## config.mk

```make
export PLATFORM = sky130hd
export DESIGN_NAME = sifhTop
export DESIGN_NICKNAME = d
export VERILOG_FILES = /design/src/design/sifhGeometryPkg.sv /design/src/design/sifhCtrlPkg.sv /design/src/design/sifhTop.sv /design/src/design/sifhCountRam.sv /design/src/design/sifhFsm.sv /design/src/design/sifhPeakBinner.sv /design/src/design/sifhConfig.sv
export SDC_FILE = /design/constraint.sdc
export NUM_CORES = 1
export LEC_CHECK = 0
export ABC_AREA = 1
export BUFFER_PORTS_ARGS = -buffer_cell sky130_fd_sc_hd__buf_4
export CELL_PAD_IN_SITES_DETAIL_PLACEMENT = 0
export CELL_PAD_IN_SITES_GLOBAL_PLACEMENT = 1
export CORE_ASPECT_RATIO = 1.5
export CORE_MARGIN = 2
export CORE_UTILIZATION = 55
export CTS_BUF_LIST = sky130_fd_sc_hd__clkbuf_4 sky130_fd_sc_hd__clkbuf_8 sky130_fd_sc_hd__clkbuf_16
export DETAILED_ROUTE_END_ITERATION = 10
export PLACE_DENSITY = 0.92
export SLEW_MARGIN = 10
export SYNTH_ARGS = -nofsm -noshare
export SYNTH_HDL_FRONTEND = slang
export SYNTH_HIERARCHICAL = 1
export SYNTH_SLANG_ARGS = --single-unit
```

## constraint.sdc

```tcl
create_clock -name clk -period 8.9 [get_ports clk]
set_clock_uncertainty 0.05 [all_clocks]
set_input_delay 1.78 -clock clk [delete_from_list [all_inputs] [get_ports clk]]
set_output_delay 1.78 -clock clk [all_outputs]
set_load 0.005 [all_outputs]
```

## src/design/sifhGeometryPkg.sv

```systemverilog
package sifhGeometryPkg;

    // one sensor sample
    localparam int sampleW = 10;

    // bins per pixel histogram
    localparam int binW = 4;
    localparam int binsPerPixel = 1 << binW;

    // pixels sharing one count RAM
    localparam int pixelNum = 4;
    localparam int pixW = 2;

    // sample pairs delivered per pixel
    localparam int dataNum = 2;
    localparam int pairCntW = (dataNum > 1) ? $clog2(dataNum) : 1;

    // count RAM, address is {pixel, bin}
    localparam int ramAddrW = 6;
    localparam int ramDepth = pixelNum * binsPerPixel;

    // bin counts saturate here
    localparam int countW = 8;
    localparam int countMax = 255;

    // right shift from peak sample to bin
    localparam int shiftW = 4;
    // shift after reset, top 4 of 10 sample bits
    localparam int defaultShift = 6;

    typedef logic [sampleW-1:0] sampleT;
    typedef logic [binW-1:0] binT;
    typedef logic [pixW-1:0] pixT;
    typedef logic [ramAddrW-1:0] ramAddrT;
    typedef logic [countW-1:0] countT;
    typedef logic [shiftW-1:0] shiftT;

endpackage
```

## src/design/sifhCtrlPkg.sv

```systemverilog
package sifhCtrlPkg;

    import sifhGeometryPkg::*;

    // FSM states
    typedef enum logic [1:0] {
        stIdle,
        stClear,
        stRun
    } fsmStateT;

    // config register index and write data
    typedef logic [1:0] cfgAddrT;
    localparam int cfgDataW = 8;
    typedef logic [cfgDataW-1:0] cfgDataT;

    // register map
    localparam cfgAddrT regCtrl = 2'd0;
    localparam cfgAddrT regShift = 2'd1;
    // read-only busy flag, writes are ignored
    localparam cfgAddrT regStatus = 2'd2;

    // bits of regCtrl
    localparam int ctrlEnableBit = 0;
    localparam int ctrlClearBit = 1;

    // settings seen by binner and FSM
    typedef struct packed {
        logic enable;
        shiftT binShift;
    } sifhCfgT;

    // one bin increment for the FSM
    typedef struct packed {
        logic valid;
        ramAddrT addr;
    } binReqT;

endpackage

```

## src/design/sifhTop.sv

```systemverilog
module sifhTop
    import sifhGeometryPkg::*;
    import sifhCtrlPkg::*;
(
    input  logic    clk,
    input  logic    rstN,
    input  logic    cfgWrite,
    input  cfgAddrT cfgAddr,
    input  cfgDataT cfgData,
    input  logic    sampleValid,
    input  sampleT  sampleData,
    input  logic    rdReq,
    input  ramAddrT rdAddr,
    output logic    busy,
    output logic    rdValid,
    output countT   rdData
);

    // config to binner and FSM
    sifhCfgT cfg;
    logic    clearPulse;
    // binner to FSM
    binReqT  binReq;
    // FSM to count RAM
    logic    wEnable;
    ramAddrT waddr;
    countT   newCounts;
    logic    rEnable;
    ramAddrT raddr;
    countT   counts;

    sifhConfig i_config (
        .clk        (clk),
        .rstN       (rstN),
        .cfgWrite   (cfgWrite),
        .cfgAddr    (cfgAddr),
        .cfgData    (cfgData),
        .cfg        (cfg),
        .clearPulse (clearPulse)
    );

    sifhPeakBinner i_binner (
        .clk         (clk),
        .rstN        (rstN),
        .sampleValid (sampleValid),
        .sampleData  (sampleData),
        .cfg         (cfg),
        .clearPulse  (clearPulse),
        .busy        (busy),
        .binReq      (binReq)
    );

    sifhFsm i_fsm (
        .clk        (clk),
        .rstN       (rstN),
        .cfg        (cfg),
        .clearPulse (clearPulse),
        .binReq     (binReq),
        .counts     (counts),
        .rdReq      (rdReq),
        .rdAddr     (rdAddr),
        .busy       (busy),
        .waddr      (waddr),
        .raddr      (raddr),
        .wEnable    (wEnable),
        .rEnable    (rEnable),
        .newCounts  (newCounts),
        .rdValid    (rdValid),
        .rdData     (rdData)
    );

    sifhCountRam i_ram (
        .clk       (clk),
        .wEnable   (wEnable),
        .waddr     (waddr),
        .newCounts (newCounts),
        .rEnable   (rEnable),
        .raddr     (raddr),
        .counts    (counts)
    );

endmodule

```

## src/design/sifhCountRam.sv

```systemverilog
module sifhCountRam
    import sifhGeometryPkg::*;
(
    input  logic    clk,
    // port A, write
    input  logic    wEnable,
    input  ramAddrT waddr,
    input  countT   newCounts,
    // port B, registered read
    input  logic    rEnable,
    input  ramAddrT raddr,
    output countT   counts
);

    // one word per {pixel, bin}
    countT mem [ramDepth];

    // write lands at the clock edge
    always_ff @(posedge clk) begin
        if (wEnable) begin
            mem[waddr] <= newCounts;
        end
    end

    // read data one cycle after rEnable
    // same-cycle write to the read address returns the old word
    always_ff @(posedge clk) begin
        if (rEnable) begin
            counts <= mem[raddr];
        end
    end

endmodule

```

## src/design/sifhFsm.sv

```systemverilog
module sifhFsm
    import sifhGeometryPkg::*;
    import sifhCtrlPkg::*;
(
    input  logic    clk,
    input  logic    rstN,
    input  sifhCfgT cfg,
    input  logic    clearPulse,
    input  binReqT  binReq,
    input  countT   counts,
    input  logic    rdReq,
    input  ramAddrT rdAddr,
    output logic    busy,
    output ramAddrT waddr,
    output ramAddrT raddr,
    output logic    wEnable,
    output logic    rEnable,
    output countT   newCounts,
    output logic    rdValid,
    output countT   rdData
);

    fsmStateT state;
    // clear sweep position
    ramAddrT  clrAddr;
    // stage 1 of the increment pipeline
    logic     s1Valid;
    ramAddrT  s1Addr;
    // value written by stage 1 while stage 0 read the same word
    logic     fwdValid;
    countT    fwdCount;
    countT    baseCount;
    countT    incCount;
    // port B users
    logic     accept;
    logic     rdServe;
    logic     rdPend;

    // stage 0 takes a request unless a clear starts or runs
    assign accept = binReq.valid && cfg.enable && !clearPulse && (state != stClear);

    // readout only borrows port B when the pipeline is quiet
    assign rdServe = rdReq && (state != stClear) && !binReq.valid && !s1Valid;

    assign busy = (state == stClear);

    // stale RAM word is replaced by the forwarded result
    assign baseCount = fwdValid ? fwdCount : counts;
    // hold at countMax
    assign incCount = (baseCount == countT'(countMax)) ? baseCount :
                      baseCount + countT'(1);

    // port A, sweep zeros or stage 1 result
    assign wEnable = busy || s1Valid;
    assign waddr = busy ? clrAddr : s1Addr;
    assign newCounts = busy ? '0 : incCount;

    // port B, stage 0 read or readout
    assign rEnable = accept || rdServe;
    assign raddr = accept ? binReq.addr : rdAddr;

    // state and sweep counter
    always_ff @(posedge clk or negedge rstN) begin
        if (!rstN) begin
            state <= stIdle;
            clrAddr <= '0;
        end else begin
            case (state)
                stIdle: begin
                    if (clearPulse) begin
                        state <= stClear;
                        clrAddr <= '0;
                    end else if (accept) begin
                        state <= stRun;
                    end
                end
                stRun: begin
                    if (clearPulse) begin
                        state <= stClear;
                        clrAddr <= '0;
                    end else if (!accept && !s1Valid) begin
                        // pipeline drained
                        state <= stIdle;
                    end
                end
                stClear: begin
                    if (clearPulse) begin
                        // new request restarts the sweep
                        clrAddr <= '0;
                    end else if (clrAddr == ramAddrT'(ramDepth - 1)) begin
                        state <= stIdle;
                    end else begin
                        clrAddr <= clrAddr + ramAddrT'(1);
                    end
                end
                default: begin
                    state <= stIdle;
                end
            endcase
        end
    end

    // pipeline and readout control
    always_ff @(posedge clk or negedge rstN) begin
        if (!rstN) begin
            s1Valid <= 1'b0;
            fwdValid <= 1'b0;
            rdPend <= 1'b0;
            rdValid <= 1'b0;
        end else begin
            s1Valid <= accept;
            // stage 1 writes the word stage 0 reads, RAM gives the old one
            fwdValid <= accept && s1Valid && (s1Addr == binReq.addr);
            // RAM latency, then output register
            rdPend <= rdServe;
            rdValid <= rdPend;
        end
    end

    // payload
    always_ff @(posedge clk) begin
        s1Addr <= binReq.addr;
        fwdCount <= incCount;
        if (rdPend) begin
            rdData <= counts;
        end
    end

endmodule

```

## src/design/sifhPeakBinner.sv

```systemverilog
module sifhPeakBinner
    import sifhGeometryPkg::*;
    import sifhCtrlPkg::*;
(
    input  logic    clk,
    input  logic    rstN,
    input  logic    sampleValid,
    input  sampleT  sampleData,
    input  sifhCfgT cfg,
    input  logic    clearPulse,
    input  logic    busy,
    output binReqT  binReq
);

    // first half of the current pair
    logic                haveFirst;
    sampleT              firstSample;
    // position inside the frame
    logic [pairCntW-1:0] pairCnt;
    pixT                 pixCnt;
    // sample accepted this cycle
    logic                accept;
    logic                pairDone;
    // peak and bin of a completed pair
    sampleT              peak;
    sampleT              shifted;
    binT                 bin;
    // registered request
    logic                reqValid;
    ramAddrT             reqAddr;

    // no samples while disabled, while clearing, or on the clear strobe itself
    assign accept = sampleValid && cfg.enable && !busy && !clearPulse;
    assign pairDone = accept && haveFirst;

    // larger of the two samples
    assign peak = (sampleData > firstSample) ? sampleData : firstSample;
    assign shifted = peak >> cfg.binShift;
    // anything above the last bin lands in it
    assign bin = (shifted > sampleT'(binsPerPixel - 1)) ? binT'(binsPerPixel - 1) :
                 binT'(shifted);

    always_ff @(posedge clk or negedge rstN) begin
        if (!rstN) begin
            haveFirst <= 1'b0;
            pairCnt <= '0;
            pixCnt <= '0;
            reqValid <= 1'b0;
        end else begin
            reqValid <= pairDone;
            if (clearPulse) begin
                // restart frame at pixel 0
                haveFirst <= 1'b0;
                pairCnt <= '0;
                pixCnt <= '0;
            end else if (sampleValid && !accept) begin
                // discarded strobe, half-pair is lost
                haveFirst <= 1'b0;
            end else if (accept) begin
                haveFirst <= !haveFirst;
                if (haveFirst) begin
                    // pair complete, step pair and pixel counters
                    if (pairCnt == pairCntW'(dataNum - 1)) begin
                        pairCnt <= '0;
                        pixCnt <= (pixCnt == pixT'(pixelNum - 1)) ? '0 : pixCnt + pixT'(1);
                    end else begin
                        pairCnt <= pairCnt + pairCntW'(1);
                    end
                end
            end
        end
    end

    // payload only
    always_ff @(posedge clk) begin
        if (accept && !haveFirst) begin
            firstSample <= sampleData;
        end
        if (pairDone) begin
            reqAddr <= {pixCnt, bin};
        end
    end

    assign binReq = '{valid: reqValid, addr: reqAddr};

endmodule

```

## src/design/sifhConfig.sv

```systemverilog
module sifhConfig
    import sifhGeometryPkg::*;
    import sifhCtrlPkg::*;
(
    input  logic    clk,
    input  logic    rstN,
    input  logic    cfgWrite,
    input  cfgAddrT cfgAddr,
    input  cfgDataT cfgData,
    output sifhCfgT cfg,
    output logic    clearPulse
);

    // register writes, visible one cycle after the strobe
    always_ff @(posedge clk or negedge rstN) begin
        if (!rstN) begin
            // disabled, default shift
            cfg.enable <= 1'b0;
            cfg.binShift <= shiftT'(defaultShift);
            clearPulse <= 1'b0;
        end else begin
            // clear request lasts a single cycle
            clearPulse <= 1'b0;
            if (cfgWrite) begin
                case (cfgAddr)
                    regCtrl: begin
                        cfg.enable <= cfgData[ctrlEnableBit];
                        // bit1 only triggers, it is never stored
                        clearPulse <= cfgData[ctrlClearBit];
                    end
                    regShift: begin
                        // upper data bits have no meaning
                        cfg.binShift <= cfgData[shiftW-1:0];
                    end
                    regStatus: begin
                        // busy comes from the FSM, nothing to write
                    end
                    default: begin
                        // unused address
                    end
                endcase
            end
        end
    end

endmodule

```

Yosys cells after proc, flatten, opt, wreduce, memory -nomap -nowiden
Memories as Yosys holds them, arrays and structs flattened. A register that Yosys moved wholly into a read port is not among the register bits.
Cells that the tools add are included.
- memory bits (writable): 512
- word-level logic and storage cells: 115
- input bits: 31
- memories: 1
- output and inout port bits: 10
- register bits: 61
- shift operators: 1
- reductions and logical operators: 38
- $lt $le $gt $ge: 2
- equal/unequal tests: 15
- mux-type cells: 35
- add/sub/neg operators: 4
- memories (name ; depth ; width ; read ports ; clocked after Yosys merged registers in ; write ports ; line ; source):
    i_ram.mem ; 64 ; 8 ; 1 ; 1 ; 1 ; sifhCountRam.sv:16 ; countT mem [ramDepth];
- operator list (operator ; number):
    $mux W6 ; 5
    $mux W2 ; 12
    $mux W8 ; 3
    $logic_and A1 B1 Y1 ; 15
    $mux W1 ; 12
    $pmux W6 S2 ; 1
    $gt A10 B10 Y1 ; 1
    $gt A10 B4 Y1 const B ; 1
    $mux W10 ; 1
    $shr A10 B4 Y10 ; 1
    $add A8 B1 Y8 const B ; 1
    $eq A8 B8 Y1 const B ; 1
    $reduce_and A4 Y1 ; 2
    $reduce_bool A2 Y1 ; 4
    $logic_not A1 Y1 ; 7
    $add A6 B1 Y6 const B ; 1
    $eq A6 B6 Y1 ; 1
    $eq A6 B6 Y1 const B ; 1
    $ne A2 B1 Y1 const B ; 3
    $ne A3 B2 Y1 const B ; 2
    $pmux W2 S3 ; 1
    $reduce_and A3 Y1 ; 2
    $eq A2 B1 Y1 const B ; 2
    $eq A2 B2 Y1 const B ; 2
    other kinds (9) ; 13

Longest topological paths before layout
Gate-level depths: netlist of run 1.
- depth after elaboration: 8
- mapped depth: 19
- depth with buffers taken out: 17

Cells and area by module
Netlist of run 1, hierarchy kept.
- by module, submodules not included (module ; seq. area each (µm²) ; area an instance (µm²) ; cells an instance ; instances):
    sifhCountRam ; 15615.0 ; 21419.3 ; 1805 ; 1
    sifhFsm ; 820.8 ; 1788.0 ; 222 ; 1
    sifhPeakBinner ; 605.6 ; 1629.1 ; 200 ; 1
    sifhConfig ; 152.6 ; 249.0 ; 27 ; 1

Least setup slack after synthesis of run 1
OpenSTA, ideal clock, no wires.
- path kind: register to register
- start: register i_fsm.fwdValid
- end: memory i_ram/mem[0][6] (netlist bit), data pin
- slack: 5.234 ns
- data arrival time: 3.068 ns
- cell stages (with the launch flop): 10
- clock period less this slack: 3.666 ns
- cell sequence: dfrtp_1 > buf_6 > inv_6 > nand2_1 > nand2_1 > ha_1 > nand3_4 > nor2_8 > o21ai_0 > a21oi_1
- cells in the longest elaborated chain, start to end: 4
- elaborated cells on any way between the ends: 5
- those cells by class: add/sub (1); eq/ne (1); mux (3)
- RTL lines (what ; line ; source):
    start: declaration ; sifhFsm.sv:30 ; logic fwdValid;
    start signal: assignment ; sifhFsm.sv:113 ; fwdValid <= accept && s1Valid && (s1Addr == binReq.addr);
    $mux W8 (*) ; sifhFsm.sv:48 ; assign baseCount = fwdValid ? fwdCount : counts;
    $add A8 B1 Y8 / $eq A8 B8 Y1 (equally long branches) ; sifhFsm.sv:51, sifhFsm.sv:50 ;
    $mux W8 (*) ; sifhFsm.sv:50 ; assign incCount = (baseCount == countT'(countMax)) ? baseCount :
    $mux W8 (*) ; sifhFsm.sv:56 ; assign newCounts = busy ? '0 : incCount;
    named net newCounts[6] ; sifhTop.sv:27 ; countT newCounts;
    end: declaration ; sifhCountRam.sv:16 ;
Mark *: on every way through the listed nets, which the timed path passes. The rest lies on a longest branch.

Worst setup path after layout of run 1
- start: input port rdAddr[1]
- end: register i_ram.counts[7], read port of i_ram.mem, data pin
- cells in the longest elaborated chain, start to end: 1
- RTL lines (what ; line ; source):
    start: declaration ; sifhTop.sv:13 ; input ramAddrT rdAddr,
    $mux W6 ; sifhFsm.sv:60 ; assign raddr = accept ? binReq.addr : rdAddr;
    named net raddr[1] ; sifhTop.sv:29 ; ramAddrT raddr;
    end: declaration ; sifhCountRam.sv:12 ; output countT counts
The timed path passes the listed nets, and every way through them passes these cells.
A chain may end at the register's enable or synchronous reset.

==> metrics.txt, run 1 <==
status=finished, final reports clean; Pre-antenna DRT Iters=5; Met1 Wirelength=19.9 mm; Max Root-Sink Buffers=3; yosys warns=6; first-iteration detailed-routing DRC count=1,526; Max stage delay cell, worst path=buf_4; met2 WL=30.1 mm; RSZ-0062 raised after global routing=false; Reg power frac=0.513; relative slew slack=0.117; Post-synth ARST share=0.0396; Post-Syn Area=25,100 µm²; CP Data Required Time=9150 ps; TritonCTS Buffers=49; pre-CTS setup slack=3310 ps; Sw Pwr=1.83 mW; ANT nets after route=0; die width=178 µm; Total Routing Usage GR=0.246; routed length per instance=19.8 µm; nets=2,288; syn nets=2,298; delay of the slowest critical-path stage=660 ps; Post-synth EDFFs=544; Primary FF master, synth=edfxtp_1; num rows=95; area leader, netlist=edfxtp_1; f_max=198 MHz; Hold Crit Start=i_binner/reqAddr[4]; worst r2r src=i_fsm/state[1]; via/cell ratio=5.76; cell count after synthesis=2,254; CTS Sinks=581; clock latency on the worst-skew pair=580 ps; number of diodes=0; syn avg cell area=11.1 µm²; Final Max Tran Viols=0; internal power=4.88 mW; critical path data arrival time=5300 ps; final setup violation count=0; #FFs+latches synth=581; CTS tree=yes; full die area=47,400 µm²; Min-Delay Path Depth=0; placed cells=2,775; CP Max Fanout=65; met3 WL=3.73 mm; Ports=41; critical path class=in -> reg; DRC viols=0; routed wire length=56.8 mm; Critical R2R Capture=i_ram/counts[7]; Post-CTS Resized=0; clock slew at reported path FFs=70 ps; setup_tns=0 ps; Post-CTS Setup Bufs=0; sequential cell area fraction in the yosys report=0.685; Finished Layout Cells=2,866; top post-synthesis cells by area=edfxtp_1, nand2_1, nand3_1; Netlist cell types=45; Die Ht=266 µm; worst r2r path cells=17; Power per Cell Area=247 nW/µm²; Core ar.=44,900 µm²; hold_buf cts=0; via count=16,501; gr ovfl total=0; first-pass GRT wire length=88.2 mm; fin util=0.605; Hold EP=i_fsm/s1Addr[4]; Reg2Reg Setup Slack=3910 ps; IO Port Bufs=36; Final min period=5050 ps; Setup crit start kind=input pin; Starting Density=0.558; total power=6.71 mW; crit-path cells=buf_4 -> nand2_1 -> nand2_4 -> clkinv_2 -> buf_4 -> buf_4 -> nand3_1 -> nand3_1 -> nand2_1 -> nand2_1 -> nand3_1 -> nand3_1 -> nand2_1; largest net degree at the start of global routing=257; Tcrit/Tclk final=0.567; worst IR drop on VDD=0.000234 V; Final GP Congestion=0.894; number of global-route vias before repair=16,499; Hold Fails Final Rpt=0; power share of the combinational group=0.158; switching part of the total=0.273; initial antenna violation count=0; DR top layer=met4; layout cell share with drive strength beyond 1=0.0946; Worst setup EP type=flop; setup slack after layout=3850 ps; Clock Power Share=0.330; worst hold path type=reg -> reg; H-tree levels=2; max-cap violation count=0; Root Buffer=clkbuf_16; leak pwr=10.2 nW; top cell type's share of synthesized area=0.651; Slew @ Worst Pin=1320 ps; DP Wirelength=33.7 mm; area growth from synthesis to layout=8.35%
power groups by stage:
stage / Clock, mW / Combinational, mW / Sequential, mW
after global routing: 2.34 / 1.16 / 3.45
after CTS: 2.24 / 1.06 / 3.44
after detailed placement: 0 / 1.05 / 3.50
after floorplan: 0 / 0.644 / 3.50
final: 2.21 / 1.06 / 3.44
after global placement: 0 / 1.01 / 3.49
metal layers:
layer	vias up	global-route usage
met5	-	0
met4	0	0.128
met3	153	0.0302
met2	661	0.444
met1	7876	0.284
li1	7811	-
state kept, by name, summed over array words and instances, names as in the netlist, 2 cells and up:
| signal | flops |
|---|---|
| i_binner/reqAddr | 6 |
| i_binner/firstSample | 10 |
| i_fsm/state | 2 |
| i_fsm/s1Addr | 6 |
| i_ram/mem | 512 |
| i_ram/counts | 8 |
| i_fsm/clrAddr | 6 |
| i_binner/pixCnt | 2 |
| i_config/cfg | 5 |
| i_fsm/fwdCount | 8 |
| i_fsm/rdData | 8 |
layout by cell type, fill, tap and decap left out, types with 10 or more instances in the layout:
cell | Yosys | layout
dfrtp_1 | 21 | 21
nand3_2 | 13 | 13
ha_1 | 13 | 13
o21ai_0 | 16 | 13
nor2_1 | 77 | 73
nand2_2 | 15 | 16
clkbuf_16 | 0 | 51
inv_1 | 66 | 64
clkinv_2 | 0 | 10
nand3_1 | 501 | 501
nand2_1 | 761 | 759
edfxtp_1 | 544 | 544
buf_4 | 19 | 62
dfxtp_1 | 14 | 14
nand4_1 | 19 | 19
metrics by stage:
stage                     hold WS, ps  instance area, µm²
after detailed placement          308               25500
after CTS                         324               27200
final                             325               27200
after global placement            301               25500
after floorplan                   298               25100
after global routing              353               27200
area by class of cell:
type,count,area (µm²)
Clock buffer,59,1340
Tap cell,582,728
Inverter,73,285
Fill cell,3503,17700
Sequential cell,581,17200
Clock inverter,32,345
Timing Repair Buffer,63,485
Multi-Input combinational cell,1476,6800
kinds of logic (layout without fill, tap and decap cells):
logic type | after synthesis | in the layout | share of synthesized area
buffers and inverters | 197 | 227 | 0.0466
AOI/OAI and AO/OA | 35 | 35 | 0.00818
DFF | 581 | 581 | 0.685
and+or+nand+nor | 1424 | 1424 | 0.252
xor gates and xnor gates | 4 | 4 | 0.00140
adders and majority gates | 13 | 13 | 0.00648
worst max-delay path by stage:
stage | slack [ps] | end | cells after the start | from
after global placement | 3360 | i_ram/counts[4] | 13 | rdAddr[1]
after floorplan | 5230 | i_ram/mem[0][6] | 9 | i_fsm/fwdValid
after CTS | 3910 | i_ram/counts[5] | 13 | rdAddr[1]
final | 3850 | i_ram/counts[7] | 13 | rdAddr[1]
after global routing | 3610 | i_ram/counts[4] | 17 | i_fsm/state[1]
after detailed placement | 3310 | i_ram/counts[5] | 13 | rdAddr[1]
worst max-delay path, delay by kind of cell:
kind | cells | cell delay [ps]
simple gates | 9 | 1570
buf+inv | 4 | 1870
cell usage after synthesis, types with 3 or more instances:
cell type and n:
inv_1 66, ha_1 13, nand3_1 501, o21ai_0 16, nor4_1 8, a21oi_1 8, buf_2 39, inv_2 3
nand3b_1 5, nand2_2 15, xnor2_1 3, dfxtp_1 14, clkbuf_1 17, buf_6 37, nand4_1 19, nand2_4 6
nor3_1 4, or2_2 3, nor2_1 77, nand3_2 13, buf_4 19, edfxtp_1 544, dfrtp_1 21, buf_1 10
nand2_1 761, nor2_4 4
No activity file was read; power rests on OpenSTA's default activity.
==> inputs of run 2 (changes only) <==
--- a/config.mk
+++ b/config.mk
@@ -11,10 +11,10 @@
 export CELL_PAD_IN_SITES_GLOBAL_PLACEMENT = 1
 export CORE_ASPECT_RATIO = 1.5
 export CORE_MARGIN = 2
-export CORE_UTILIZATION = 55
+export CORE_UTILIZATION = 51
 export CTS_BUF_LIST = sky130_fd_sc_hd__clkbuf_4 sky130_fd_sc_hd__clkbuf_8 sky130_fd_sc_hd__clkbuf_16
 export DETAILED_ROUTE_END_ITERATION = 10
-export PLACE_DENSITY = 0.92
+export PLACE_DENSITY = 0.86
 export SLEW_MARGIN = 10
 export SYNTH_ARGS = -nofsm -noshare
 export SYNTH_HDL_FRONTEND = slang
==> constraint.sdc (replaced) <==
create_clock -name clk -period 4.8 [get_ports clk]
set_clock_uncertainty 0.05 [all_clocks]
set_input_delay 0.96 -clock clk [delete_from_list [all_inputs] [get_ports clk]]
set_output_delay 0.96 -clock clk [all_outputs]
set_load 0.005 [all_outputs]
==> run 2 against run 1 <==
Against the previous run:
- die area is 7.7% higher
- sequential share of layout area is 0.65 points lower
- routed wire length is 3.3% higher
- non-clock buffer count is 24 higher
- utilization is 4.1 points lower
- final cell count is 3.3% higher
- largest cell class unchanged
- via count is 0.97% higher
- sequential power is 85% higher
- critical path type is now reg -> reg
- highest routed layer unchanged
- clock power is 79% higher
- power is 84% higher
- worst setup slack worse by 2800 ps
- clock-buffer cell count is 3 higher
==> metrics.txt, run 2 (synthesized netlist as in run 1, its figures left out) <==
number of diodes=0; Worst setup EP type=flop; layout cell share with drive strength beyond 1=0.101; initial antenna violation count=0; setup_tns=0 ps; gr ovfl total=0; Pre-antenna DRT Iters=5; max-cap violation count=0; worst IR drop on VDD=0.000499 V; hold_buf cts=0; via/cell ratio=5.62; final setup violation count=0; Starting Density=0.515; number of global-route vias before repair=16,393; Layout fillers=3,969; CP Data Required Time=5170 ps; Power per Cell Area=450 nW/µm²; full die area=51,000 µm²; Post-CTS Setup Bufs=0; Final Max Tran Viols=0; CP Max Fanout=210; RSZ-0062 raised after global routing=false; Max Root-Sink Buffers=3; CTS tree=yes; clock slew at reported path FFs=70 ps; DRC viols=0; Tcrit/Tclk final=0.776; placed cells=2,872; routed wire length=58.7 mm; area growth from synthesis to layout=9.47%; Final GP Congestion=0.839; Hold Fails Final Rpt=0; clock latency on the worst-skew pair=580 ps; max FFs per register=512; first-pass GRT wire length=90.4 mm; CTS Sinks=581; Slew @ Worst Pin=1120 ps; largest net degree at the start of global routing=211; Finished Layout Cells=2,962; DP Wirelength=36.1 mm; commonest non-fill, non-tap cell in the layout=nand2_1; Post-CTS Resized=0; Die Ht=276 µm; IO Port Bufs=36; leak pwr=10.4 nW; ANT nets after route=0; Ports=41; worst hold path type=in -> async; relative slew slack=0.254; f_max=268 MHz; H-tree levels=2; fin util=0.564; post-route cell area=27,500 µm²; total power=12.4 mW; critical path class=reg -> reg; Root Buffer=clkbuf_16; die width=185 µm; Final min period=3730 ps; status=finished, final reports clean; most frequent cells in the layout=nand2_1, edfxtp_1, nand3_1; Most flops, register=i_ram/mem; Setup crit start kind=flop; nets=2,312; Total Routing Usage GR=0.233; num rows=99; critical path data arrival time=4100 ps; largest registers=i_ram/mem x512, i_binner/firstSample x10; TritonCTS Buffers=49; via count=16,661; Core ar.=48,700 µm²; placed cell area=25,800 µm²; first-iteration detailed-routing DRC count=1,421; routed length per instance=19.8 µm
[run 2: cell types whose count changed in the layout (fill, tap and decap cells not counted), sizes merged]
| cell | delta |
|---|---|
| buf | +24 |
| bufinv | -2 |
| clkbuf | +3 |
| clkinvlp | -4 |
| inv | +1 |
[run 2: layer usage]
| layer | GRT usage | up-vias | share of wire |
|---|---|---|---|
| li1 | - | 7859 | - |
| met1 | 0.277 | 8067 | 0.37 |
| met2 | 0.426 | 590 | 0.53 |
| met3 | 0.0248 | 145 | 0.057 |
| met4 | 0.107 | 0 | 0.043 |
| met5 | 0 | - | 0 |
[run 2: layout make-up]
class,instances,area [µm²],share of cell area
flip-flops and latches,581,17200,0.626
repair buffers,87,761,0.0277
multi-input cells,1476,6800,0.248
clock buffers,62,1350,0.0493
clock inverters,27,245,0.00893
inverters,73,287,0.0104
well taps,656,821,0.0299
[run 2: path summary, 6_finish.rpt]
| path | to | slack (ps) | cells after the start | from |
|---|---|---|---|---|
| hold / removal | i_fsm/rdValid | 220 | 1 | rstN |
| max in group asynchronous | i_config/cfg[1] | 4180 | 1 | rstN |
| setup reg to reg | i_ram/counts[4] | 1070 | 15 | i_fsm/state[1] |
| min in group clk | i_fsm/s1Addr[3] | 320 | 0 | i_binner/reqAddr[3] |
| hold reg to reg | i_fsm/s1Addr[3] | 320 | 0 | i_binner/reqAddr[3] |
| setup / recovery | i_ram/counts[4] | 1070 | 15 | i_fsm/state[1] |
[run 2: worst max-delay path: stages, from the launching register on]
cell	delay, ps
dfrtp_1	340
inv_1	80
nand2_2	270
nand3_2	180
nor2_4	210
inv_2	130
o21ai_4	240
buf_12	660
nand2_1	150
nand3_1	130
nand3_1	70
nand2_1	150
nand2_1	70
nand3_1	160
nand3_1	260
nand2_1	250
[run 2: power by group]
part           internal (mW)  total, mW  switching (mW)
Clock                   2.22       3.96            1.74
Sequential              6.28       6.37          0.0897
Combinational          0.475       2.04            1.56
Total                   8.97       12.4            3.40
[run 2: through the flow]
stage	hold slack, ps	setup WS [ps]
detailed placement	315	1180
global route	224	795
floorplan	298	1130
finish	215	1070
CTS	203	1160
global placement	301	1260
==> inputs of run 3 (changes only) <==
--- a/config.mk
+++ b/config.mk
@@ -11,10 +11,10 @@
 export CELL_PAD_IN_SITES_GLOBAL_PLACEMENT = 1
 export CORE_ASPECT_RATIO = 1.5
 export CORE_MARGIN = 2
-export CORE_UTILIZATION = 51
+export CORE_UTILIZATION = 46
 export CTS_BUF_LIST = sky130_fd_sc_hd__clkbuf_4 sky130_fd_sc_hd__clkbuf_8 sky130_fd_sc_hd__clkbuf_16
 export DETAILED_ROUTE_END_ITERATION = 10
-export PLACE_DENSITY = 0.86
+export PLACE_DENSITY = 0.83
 export SLEW_MARGIN = 10
 export SYNTH_ARGS = -nofsm -noshare
 export SYNTH_HDL_FRONTEND = slang
==> constraint.sdc (replaced) <==
create_clock -name clk -period 3.19 [get_ports clk]
set_clock_uncertainty 0.05 [all_clocks]
set_input_delay 0.638 -clock clk [delete_from_list [all_inputs] [get_ports clk]]
set_output_delay 0.638 -clock clk [all_outputs]
set_load 0.005 [all_outputs]
==> run 3 against run 2 <==
Against the previous run:
- critical path type unchanged
- first-iteration DRC count is 2.3% higher
- design area up 3.2%
- via count grew 1.1%
- sequential power rose by 50%
- final cell count up 3.5%
==> metrics.txt, run 3 (synthesized netlist as in run 1, its figures left out) <==
status=finished, final reports clean; IO Port Bufs=36; TritonCTS Buffers=49; die width=195 µm; clock slew at reported path FFs=70 ps; commonest non-fill, non-tap cell in the layout=nand2_1; Critical Path Most Common Cell=nand2_1; Max stage delay cell, worst path=dfrtp_1; placed cell area=26,600 µm²; worst IR drop on VDD=0.000525 V; largest net degree at the start of global routing=105; RSZ-0062 raised after global routing=false; delay of the slowest critical-path stage=380 ps; placed cells=2,969; num rows=104; DP Wirelength=37.1 mm; number of diodes=0; Finished Layout Cells=3,066; gr ovfl total=0; Pre-antenna DRT Iters=5; max-cap violation count=0; CP Data Required Time=3570 ps; routed wire length=60.0 mm; via/cell ratio=5.49; layout cell share with drive strength beyond 1=0.130; max FFs per register=512; Worst setup EP type=flop; Final min period=2960 ps; Die Ht=290 µm; most frequent cells in the layout=nand2_1, edfxtp_1, nand3_1; worst hold path type=in -> reg; CTS Sinks=581; H-tree levels=2; DRC viols=0; largest registers=i_ram/mem x512, i_binner/firstSample x10; Tcrit/Tclk final=0.927; Most flops, register=i_ram/mem; final setup violation count=0; Final Max Tran Viols=0; critical path data arrival time=3340 ps; number of global-route vias before repair=16,865; Slew @ Worst Pin=1000 ps; first-pass GRT wire length=92.6 mm; CP Max Fanout=52; full die area=56,500 µm²; relative slew slack=0.331; post-route cell area=28,300 µm²; Hold Fails Final Rpt=0; Max Root-Sink Buffers=3; Total Routing Usage GR=0.212; Setup crit start kind=flop; clock latency on the worst-skew pair=580 ps; critical path class=reg -> reg; CTS tree=yes; nets=2,380; via count=16,841; area growth from synthesis to layout=12.9%; setup_tns=0 ps; Final GP Congestion=0.911; routed length per instance=19.6 µm; first-iteration detailed-routing DRC count=1,453; leak pwr=10.8 nW; Power per Cell Area=672 nW/µm²; Root Buffer=clkbuf_16; Ports=41; f_max=338 MHz; crit-path cells=inv_1 -> nand2_2 -> nand3_2 -> nor2_4 -> inv_2 -> nand2_1 -> o21ai_4 -> buf_4 -> buf_6 -> nand2_1 -> nand3_1 -> nand3_1 -> nand2_1 -> nand2_1 -> nand3_1 -> nand3_1 -> nand2_1; ANT nets after route=0; Starting Density=0.467; Core ar.=53,700 µm²; initial antenna violation count=0; Layout fillers=4,534
## run 3: cell types whose count changed in the layout (fill, tap and decap cells not counted), sizes merged
cell and delta:
clkinvlp +3, buf +66, clkbuf -7, clkinv +3, inv +2, bufinv +3
dlygate4sd3 +1
## run 3: layout make-up
cell class                 count  area [µm²]  share of cell area
timing repair buffer         155        1490              0.0525
sequential                   581       17200               0.607
clock buffer                  54        1270              0.0448
inverter                      73         285              0.0101
tap                          689         862              0.0304
multi-input combinational   1476        6800               0.240
clock inverter                38         428              0.0151
## run 3: power by group
group / internal (mW) / switching, mW / total [mW] / leakage [nW]
logic: 0.851 / 2.41 / 3.26 / 4.62
clock network: 3.50 / 2.73 / 6.22 / 0.838
registers: 9.44 / 0.130 / 9.57 / 5.35
total: 13.8 / 5.26 / 19.0 / 10.8
## run 3: path summary, 6_finish.rpt
| check | depth (start not counted) | from | slack [ps] | end |
|---|---|---|---|---|
| min in group asynchronous | 2 | rstN | 460 | i_fsm/rdPend |
| max in group asynchronous | 2 | rstN | 2320 | i_config/cfg[1] |
| worst min-delay path | 1 | sampleData[8] | 220 | i_binner/firstSample[8] |
| worst max register to register | 17 | i_fsm/state[1] | 230 | i_ram/counts[0] |
| worst max-delay path | 17 | i_fsm/state[1] | 230 | i_ram/counts[0] |
| worst min register to register | 0 | i_binner/reqAddr[3] | 330 | i_fsm/s1Addr[3] |
## run 3: critical path, delay by kind of cell (launching register included)
kind	cells	cell delay [ps]
AOI/OAI and AO/OA	1	130
buffers and inverters	4	820
DFF	1	380
and+or+nand+nor	12	1390
## run 3: repair_timing
| item | 4_1_cts | 5_1_grt |
|---|---|---|
| hold buffers | 1 | 0 |
| setup endpoints to repair | 0 | 2 |
| gates resized for setup | 0 | 2 |
| endpoints found under the hold margin | 21 | 0 |
| setup buffers | 0 | 3 |
## run 3: metal layers
metal	share of wire	routed length, µm	track usage	vias up
met3	0.049	2920	0.0203	130
li1	-	-	-	7998
met4	0.044	2630	0.0974	0
met5	0	0	0	-
met2	0.53	32000	0.395	539
met1	0.37	22500	0.243	8174
## run 3: stage by stage
stage | setup slack [ps] | power (mW) | utilization | hold WS (ps)
global route | 67.1 | 19.7 | 0.527 | 200
floorplan | 315 | 11.5 | - | 292
detailed placement | 192 | 13.0 | 0.495 | 326
CTS | 201 | 19.1 | 0.526 | 192
finish | 234 | 19.0 | 0.527 | 222
global placement | 227 | 12.9 | 0.495 | 307
